--- src/logic/dataPathPkg.sv ---
/* Widths, register indices, ALU codes and the IR word layout for the datapath.
   Index 7 is never a register; reads of it give zero and writes to it are dropped. */

package dataPathPkg;

	//------------------------------
	// Datapath sizes
	//------------------------------
	localparam int dataWidth     = 32;
	localparam int regCount      = 7;
	localparam int regIndexWidth = 3;
	localparam int irFieldWidth  = 5;
	localparam int aluOpWidth    = 4;

	//------------------------------
	// Register indices
	//------------------------------
	// General registers
	localparam logic [regIndexWidth-1:0] REG_R0 = 3'd0;
	localparam logic [regIndexWidth-1:0] REG_R1 = 3'd1;
	localparam logic [regIndexWidth-1:0] REG_R2 = 3'd2;
	localparam logic [regIndexWidth-1:0] REG_R3 = 3'd3;
	// Special registers
	localparam logic [regIndexWidth-1:0] REG_RS = 3'd4;
	localparam logic [regIndexWidth-1:0] REG_PC = 3'd5;
	localparam logic [regIndexWidth-1:0] REG_IR = 3'd6;
	// No register selected
	localparam logic [regIndexWidth-1:0] regNone = 3'd7;

	//------------------------------
	// ALU operation codes
	//------------------------------
	// Codes 8 to 15 are unassigned, result and flags all zero
	localparam logic [aluOpWidth-1:0] ALU_ADD   = 4'd0;
	localparam logic [aluOpWidth-1:0] ALU_SUB   = 4'd1;
	localparam logic [aluOpWidth-1:0] ALU_AND   = 4'd2;
	localparam logic [aluOpWidth-1:0] ALU_OR    = 4'd3;
	localparam logic [aluOpWidth-1:0] ALU_XOR   = 4'd4;
	localparam logic [aluOpWidth-1:0] ALU_NOTA  = 4'd5;
	localparam logic [aluOpWidth-1:0] ALU_INCA  = 4'd6;
	localparam logic [aluOpWidth-1:0] ALU_PASSA = 4'd7;

	//------------------------------
	// Instruction word
	//------------------------------
	// Same 32 bits seen as a raw word or as SPARC-like format 3 fields
	typedef union packed {
		logic [dataWidth-1:0] raw;
		struct packed {
			logic [1:0]              op;      // 31:30
			logic [irFieldWidth-1:0] rd;      // 29:25, destination
			logic [5:0]              op3;     // 24:19
			logic [irFieldWidth-1:0] rs1;     // 18:14, first source
			logic                    i;       // 13
			logic [7:0]              unused;  // 12:5
			logic [irFieldWidth-1:0] rs2;     // 4:0, second source
		} f;
	} instrWord;

endpackage

--- src/logic/operandDecode.sv ---
/* Port index selection and one-hot decode, purely combinational.
   IR fields at 7 or above select no register; all-zero enables mean no access. */
`timescale 1ns/1ps

module operandDecode (
	input  dataPathPkg::instrWord                 irWord,
	input  logic [dataPathPkg::regIndexWidth-1:0] regSelA,
	input  logic [dataPathPkg::regIndexWidth-1:0] regSelB,
	input  logic [dataPathPkg::regIndexWidth-1:0] regSelC,
	input  logic                                  fromIrA,
	input  logic                                  fromIrB,
	input  logic                                  fromIrC,
	input  logic [dataPathPkg::regIndexWidth-1:0] clearSel,
	output logic [dataPathPkg::regCount-1:0]      readEnA,
	output logic [dataPathPkg::regCount-1:0]      readEnB,
	output logic [dataPathPkg::regCount-1:0]      loadEn,
	output logic [dataPathPkg::regCount-1:0]      clearEn
);

	import dataPathPkg::*;

	// Final index per port
	logic [regIndexWidth-1:0] indexA;
	logic [regIndexWidth-1:0] indexB;
	logic [regIndexWidth-1:0] indexC;

	//------------------------------
	// Helpers
	//------------------------------
	// IR field or control index, out-of-range IR field to regNone
	function automatic logic [regIndexWidth-1:0] pickIndex(
		input logic                     fromIr,
		input logic [irFieldWidth-1:0]  irField,
		input logic [regIndexWidth-1:0] ctrlIndex
	);
		logic [regIndexWidth-1:0] index;
		if (fromIr) begin
			if (irField >= irFieldWidth'(regCount)) begin
				index = regNone;
			end else begin
				index = irField[regIndexWidth-1:0];
			end
		end else begin
			index = ctrlIndex;
		end
		return index;
	endfunction

	// One bit per register, nothing for regNone
	function automatic logic [regCount-1:0] oneHot(input logic [regIndexWidth-1:0] index);
		logic [regCount-1:0] enables;
		enables = '0;
		if (index < regIndexWidth'(regCount)) begin
			enables[index] = 1'b1;
		end
		return enables;
	endfunction

	//------------------------------
	// Index selection
	//------------------------------
	// A from rs1, B from rs2, C from rd
	always_comb begin
		indexA = pickIndex(fromIrA, irWord.f.rs1, regSelA);
		indexB = pickIndex(fromIrB, irWord.f.rs2, regSelB);
		indexC = pickIndex(fromIrC, irWord.f.rd, regSelC);
	end

	// Decoders
	always_comb begin
		readEnA = oneHot(indexA);
		readEnB = oneHot(indexB);
		loadEn  = oneHot(indexC);
		// Clear index always comes from control
		clearEn = oneHot(clearSel);
	end

endmodule

--- src/logic/regBank.sv ---
/* Seven 32-bit registers r0-r3, RS, PC, IR with synchronous active-high reset.
   Clear beats load on the same register; enables are expected one-hot or zero. */
`timescale 1ns/1ps

module regBank (
	input  logic                              CLOCK_50,
	input  logic                              reset,
	input  logic [dataPathPkg::regCount-1:0]  readEnA,
	input  logic [dataPathPkg::regCount-1:0]  readEnB,
	input  logic [dataPathPkg::regCount-1:0]  loadEn,
	input  logic [dataPathPkg::regCount-1:0]  clearEn,
	input  logic [dataPathPkg::dataWidth-1:0] writeData,
	output logic [dataPathPkg::dataWidth-1:0] operandA,
	output logic [dataPathPkg::dataWidth-1:0] operandB,
	output dataPathPkg::instrWord             irWord
);

	import dataPathPkg::*;

	// Register storage, indexed by REG_* codes
	logic [dataWidth-1:0] regFile [regCount];

	//------------------------------
	// Write side
	//------------------------------
	// Reset, then clear, then write-back
	always_ff @(posedge CLOCK_50) begin
		for (int k = 0; k < regCount; k++) begin
			if (reset) begin
				regFile[k] <= '0;
			end else if (clearEn[k]) begin
				regFile[k] <= '0;
			end else if (loadEn[k]) begin
				regFile[k] <= writeData;
			end
		end
	end

	//------------------------------
	// Read side
	//------------------------------
	// AND-OR mux per port
	// Zero enable gives zero operand
	always_comb begin
		operandA = '0;
		operandB = '0;
		for (int k = 0; k < regCount; k++) begin
			operandA = operandA | (regFile[k] & {dataWidth{readEnA[k]}});
			operandB = operandB | (regFile[k] & {dataWidth{readEnB[k]}});
		end
	end

	// IR straight to the operand decoder
	assign irWord.raw = regFile[REG_IR];

endmodule

--- src/logic/aluExecute.sv ---
/* Combinational ALU, eight operations with active-high flags.
   Carry on SUB is the unsigned borrow; unassigned codes give zero result and flags. */
`timescale 1ns/1ps

module aluExecute (
	input  logic [dataPathPkg::dataWidth-1:0]  operandA,
	input  logic [dataPathPkg::dataWidth-1:0]  operandB,
	input  logic [dataPathPkg::aluOpWidth-1:0] aluOp,
	output logic [dataPathPkg::dataWidth-1:0]  result,
	output logic                               zero,
	output logic                               negative,
	output logic                               carry,
	output logic                               overflow
);

	import dataPathPkg::*;

	// Extended sums, MSB is carry out
	logic [dataWidth:0] sumAB;
	logic [dataWidth:0] diffAB;
	logic [dataWidth:0] incA;
	// High for codes 0 to 7
	logic               opValid;

	//------------------------------
	// Arithmetic
	//------------------------------
	always_comb begin
		sumAB  = {1'b0, operandA} + {1'b0, operandB};
		diffAB = {1'b0, operandA} - {1'b0, operandB};
		incA   = {1'b0, operandA} + 1'b1;
	end

	//------------------------------
	// Operation select
	//------------------------------
	always_comb begin
		result   = '0;
		carry    = 1'b0;
		overflow = 1'b0;
		opValid  = 1'b1;
		case (aluOp)
			ALU_ADD: begin
				result   = sumAB[dataWidth-1:0];
				carry    = sumAB[dataWidth];
				// Same-sign operands, sign flipped
				overflow = (operandA[dataWidth-1] == operandB[dataWidth-1]) &&
					(sumAB[dataWidth-1] != operandA[dataWidth-1]);
			end
			ALU_SUB: begin
				result   = diffAB[dataWidth-1:0];
				// Borrow, A below B unsigned
				carry    = diffAB[dataWidth];
				overflow = (operandA[dataWidth-1] != operandB[dataWidth-1]) &&
					(diffAB[dataWidth-1] != operandA[dataWidth-1]);
			end
			ALU_AND:   result = operandA & operandB;
			ALU_OR:    result = operandA | operandB;
			ALU_XOR:   result = operandA ^ operandB;
			ALU_NOTA:  result = ~operandA;
			ALU_INCA: begin
				result   = incA[dataWidth-1:0];
				carry    = incA[dataWidth];
				// Only 0x7FFFFFFF rolls into negative
				overflow = !operandA[dataWidth-1] && incA[dataWidth-1];
			end
			ALU_PASSA: result = operandA;
			default:   opValid = 1'b0;
		endcase
	end

	// Result flags, all low on unassigned codes
	assign zero     = opValid && (result == '0);
	assign negative = result[dataWidth-1];

endmodule

--- src/logic/dataPath.sv ---
/* Top of the register datapath, no external data input.
   Decode, read and ALU settle in the same cycle; write-back on rising CLOCK_50. */
`timescale 1ns/1ps

module dataPath (
	input  logic                               CLOCK_50,
	input  logic                               reset,
	input  logic [dataPathPkg::regIndexWidth-1:0] regSelA,
	input  logic [dataPathPkg::regIndexWidth-1:0] regSelB,
	input  logic [dataPathPkg::regIndexWidth-1:0] regSelC,
	input  logic [dataPathPkg::regIndexWidth-1:0] clearSel,
	input  logic                               fromIrA,
	input  logic                               fromIrB,
	input  logic                               fromIrC,
	input  logic [dataPathPkg::aluOpWidth-1:0] aluOp,
	output logic [dataPathPkg::dataWidth-1:0]  result,
	output logic                               zero,
	output logic                               negative,
	output logic                               carry,
	output logic                               overflow
);

	import dataPathPkg::*;

	// Decode to bank
	logic [regCount-1:0]  readEnA;
	logic [regCount-1:0]  readEnB;
	logic [regCount-1:0]  loadEn;
	logic [regCount-1:0]  clearEn;
	// Bank to ALU and back to decode
	logic [dataWidth-1:0] operandA;
	logic [dataWidth-1:0] operandB;
	instrWord             irWord;

	//------------------------------
	// Index selection and decode
	//------------------------------
	operandDecode decode (
		.irWord  (irWord),
		.regSelA (regSelA),
		.regSelB (regSelB),
		.regSelC (regSelC),
		.fromIrA (fromIrA),
		.fromIrB (fromIrB),
		.fromIrC (fromIrC),
		.clearSel(clearSel),
		.readEnA (readEnA),
		.readEnB (readEnB),
		.loadEn  (loadEn),
		.clearEn (clearEn)
	);

	//------------------------------
	// Register bank
	//------------------------------
	// ALU result is the write-back data
	regBank bank (
		.CLOCK_50 (CLOCK_50),
		.reset    (reset),
		.readEnA  (readEnA),
		.readEnB  (readEnB),
		.loadEn   (loadEn),
		.clearEn  (clearEn),
		.writeData(result),
		.operandA (operandA),
		.operandB (operandB),
		.irWord   (irWord)
	);

	//------------------------------
	// ALU
	//------------------------------
	aluExecute execute (
		.operandA(operandA),
		.operandB(operandB),
		.aluOp   (aluOp),
		.result  (result),
		.zero    (zero),
		.negative(negative),
		.carry   (carry),
		.overflow(overflow)
	);

endmodule

--- config.mk ---
export PLATFORM = sky130hd
export DESIGN_NAME = dataPath
export DESIGN_NICKNAME = d
export VERILOG_FILES = /design/src/logic/dataPathPkg.sv /design/src/logic/operandDecode.sv /design/src/logic/regBank.sv /design/src/logic/aluExecute.sv /design/src/logic/dataPath.sv
export SDC_FILE = /design/constraint.sdc
export NUM_CORES = 1
export LEC_CHECK = 0
export ABC_AREA = 1
export BUFFER_PORTS_ARGS = -buffer_cell sky130_fd_sc_hd__buf_2
export CAP_MARGIN = 10
export CELL_PAD_IN_SITES_DETAIL_PLACEMENT = 2
export CELL_PAD_IN_SITES_GLOBAL_PLACEMENT = 2
export CORE_MARGIN = 2
export CORE_UTILIZATION = 38
export DETAILED_ROUTE_END_ITERATION = 10
export PLACE_DENSITY_LB_ADDON = 0.08
export RECOVER_POWER = 25
export SETUP_SLACK_MARGIN = 0.02
export SLEW_MARGIN = 10
export SYNTH_ARGS = -nofsm -noshare
export SYNTH_HDL_FRONTEND = slang
export SYNTH_HIERARCHICAL = 1
export SYNTH_SLANG_ARGS = --single-unit
--- constraint.sdc ---
create_clock -name CLOCK_50 -period 11.13 [get_ports CLOCK_50]
set_input_delay 0.5565 -clock CLOCK_50 [delete_from_list [all_inputs] [get_ports CLOCK_50]]
set_output_delay 0.5565 -clock CLOCK_50 [all_outputs]
set_load 0.005 [all_outputs]
==> results.sh <==
export IMPL_status="finished with violations"
export IMPL_violations="capacitance limit, slew limit"
export IMPL_synthAdderAreaFrac_pct=6.56
export IMPL_relSlewSlack_pct=-50.8
export IMPL_synth_simple_area_share_pct=43.5
export IMPL_setup_tns_ns=0
export IMPL_synth_area_per_cell_um2=6.24
export IMPL_routedWlPerCell_um=26.1
export IMPL_syn_instance_count=3279
export IMPL_drv_slew=387
export IMPL_p_leak_uw=0.0113
export IMPL_numCtsBuffers=22
export IMPL_globalplace_congestion=0.981
export IMPL_ys_warn_count=6
export IMPL_async_flop_share_pct=0
export IMPL_crit_path_start_kind="flip-flop"
export IMPL_worstMarginPinSlew_ns=2.26
export IMPL_syn2layout_area_growth_pct=6.61
export IMPL_grt_first_pass_wirelength_mm=155
export IMPL_floorplan_initialDensity_pct=38.2
export IMPL_ys_seq_area_share_pct=32.9
export IMPL_synthesis_nets=3406
export IMPL_synth_top_area_share_pct=32.9
export IMPL_die_area_mm2=0.0557
export IMPL_rows=85
export IMPL_drive_gt1_share_pct=5.91
export IMPL_clk_pin_slew_ns=0.08
export IMPL_synth_edf_count=224
export IMPL_rsz0062_at_grt="false"
export IMPL_port_buffers=56
export IMPL_clock_sinks=224
export IMPL_dp_slack_ns=4.11
export IMPL_viasPerCell=5.66
export IMPL_vias=22500
export IMPL_worstPathMaxFanout=19
export IMPL_final_setup_worst_slack_ns=3.62
export IMPL_yosysTopAreaCell="edfxtp_1"
export IMPL_drv_cap=12
export IMPL_grt_max_degree=39
export IMPL_synth_seq_cells=224
export IMPL_finalSetupViolations=0
export IMPL_cts_tree="built"
export IMPL_synth_mux_area_share_pct=0
export IMPL_crit_required_ns=10.57
export IMPL_hp_class="in2reg"
export IMPL_fmax_mhz=133
export IMPL_finalNetCount=3395
export IMPL_synth_top_family_by_area="simple AND/OR/NAND/NOR gates"
export IMPL_crit_arrival_ns=6.95
export IMPL_synth_xor_area_share_pct=0.171
export IMPL_synth_compound_area_share_pct=5.10
export IMPL_antenna_found_initial=1
export IMPL_drt_iter0_drc=1721
export IMPL_grt_usage_pct=37.1
export IMPL_cts_hold_buffers=0
export IMPL_peakVddDrop_uv=144
export IMPL_synth_common_cells="1284 x nand2_1, 594 x nor2_1, 422 x inv_1"
export IMPL_hold_viol_final=0
export IMPL_grt_ovfl_total=0
export IMPL_die_h_um=236
export IMPL_ant_nets=0
export IMPL_fin_crit_sh_pct=67.5
export IMPL_synth_most_common_cell="nand2_1"
export IMPL_clockRootBuffer="clkbuf_16"
export IMPL_reg_largest_list="bank/regFile: 224 flops"
export IMPL_ios=57
export IMPL_fin_skew_ns=0.0205
export IMPL_h_tree_depth=1
export IMPL_post_cts_buffers=0
export IMPL_grt_pass1_vias=24800
export IMPL_drc_errors=0
export IMPL_synth_distinct_cells=43
export IMPL_dr_pass1_iters=5
export IMPL_synth_area_leaders="edfxtp_1 33%, nand2_1 24%, nor2_1 11%, inv_1 7.7%, ha_1 6.4%"
export IMPL_post_route_min_period_ns=7.51
export IMPL_clockBufferDepth=3
export IMPL_synthFlopType="edfxtp_1"
export IMPL_hpwl_mm=75.5
export IMPL_core_area_mm2=0.0535
export IMPL_regMostFlops="bank/regFile"
export IMPL_clock_latency_ns=0.55
export IMPL_cp_end_kind="primary output"
export IMPL_largest_reg_flops=224
export IMPL_drt_total_wl_mm=104
export IMPL_p_per_area_mw_per_mm2=149
export IMPL_fillerInstances=6746
export IMPL_netlist_area_mm2=0.0205
export IMPL_cts_resized=0
export IMPL_die_x_um=236
export IMPL_crit_type="reg2out"
## per-layer routing
layer  vias up  track usage [%]  routed length [µm]
li1      10100                -                   -
met1     11400             46.3               43200
met2       788             64.4               49900
met3       275             4.04                5710
met4         0             17.3                5320
met5         -                0                   0
## logic make-up (layout without fill, tap and decap cells)
kind of cell,Yosys count,count (layout)
DFF,224,224
buffers and inverters,558,563
xor gates and xnor gates,4,4
and+or+nand+nor,2200,2200
AOI/OAI and AO/OA,187,187
adders and majority gates,106,106
other,0,2
## through the flow
stage          cell area (µm²)  total power, µW  hold WS [ns]  utilization [%]  cells
2_1_floorplan            20500             1880         0.886                -   3279
3_3_place_gp             21100             2340          1.04             39.5   3940
3_5_place_dp             21100             2410          1.08             39.5   3940
4_1_cts                  21900             3220         0.524             40.9   3980
6_report                 21800             3240         0.582             40.8   3982
5_1_grt                  21800             3400         0.656             40.8   3980
## critical path, stage by stage (launching register included)
cell      delay [ns]
edfxtp_1        0.49
nor2_4          0.20
nand2_1         0.09
nand2_2         0.15
inv_2           0.08
nor2_2          0.84
buf_4           0.43
nand2_1         0.11
inv_1           0.09
nor2_1          0.07
nand2_1         0.32
inv_1           0.14
ha_1            0.54
nand2_1         0.18
nor2_1          0.33
nand2_1         0.13
nand2_1         0.20
nand2_1         0.07
nand3_1         0.11
nand4_1         0.42
nor2_1          0.29
nand3_1         0.15
nor2_1          0.23
nand4_1         0.29
nor3_2          0.26
buf_2           0.16
## where the power goes
part	leakage [µW]	total [µW]	internal, µW	switching, µW
clock	0.000362	809	449	359
combinational	0.00853	1400	327	1080
sequential	0.00237	1030	992	40.5
## layout by cell type, fill, tap and decap left out, types with 37 or more instances in the layout
cell / instances
buf_2: 56
nand2_1: 1292
o21ai_0: 37
nor2_1: 577
inv_1: 423
a21oi_1: 84
ha_1: 104
nand3_1: 195
edfxtp_1: 224
## final timing paths
kind,endpoint,slack (ns),startpoint,depth (start not counted)
worst max-delay path,zero,3.62,bank/regFile[6][17],25
worst min-delay path,bank/regFile[4][25],0.58,reset,3
worst max register to register,bank/regFile[2][29],4.88,bank/regFile[6][17],23
worst min register to register,bank/regFile[5][22],1.46,bank/regFile[2][22],8
## cell type report
| type | count | area [µm²] | area share (%) |
|---|---|---|---|
| timing repair buffer | 81 | 460 | 2.11 |
| clock inverter | 13 | 144 | 0.660 |
| antenna | 2 | 5.00 | 0.0230 |
| clock buffer | 27 | 591 | 2.71 |
| tap | 696 | 871 | 3.99 |
| sequential | 224 | 6730 | 30.8 |
| multi-input combinational | 2497 | 11400 | 52.1 |
| inverter | 442 | 1660 | 7.61 |
No activity file was read; power rests on OpenSTA's default activity.
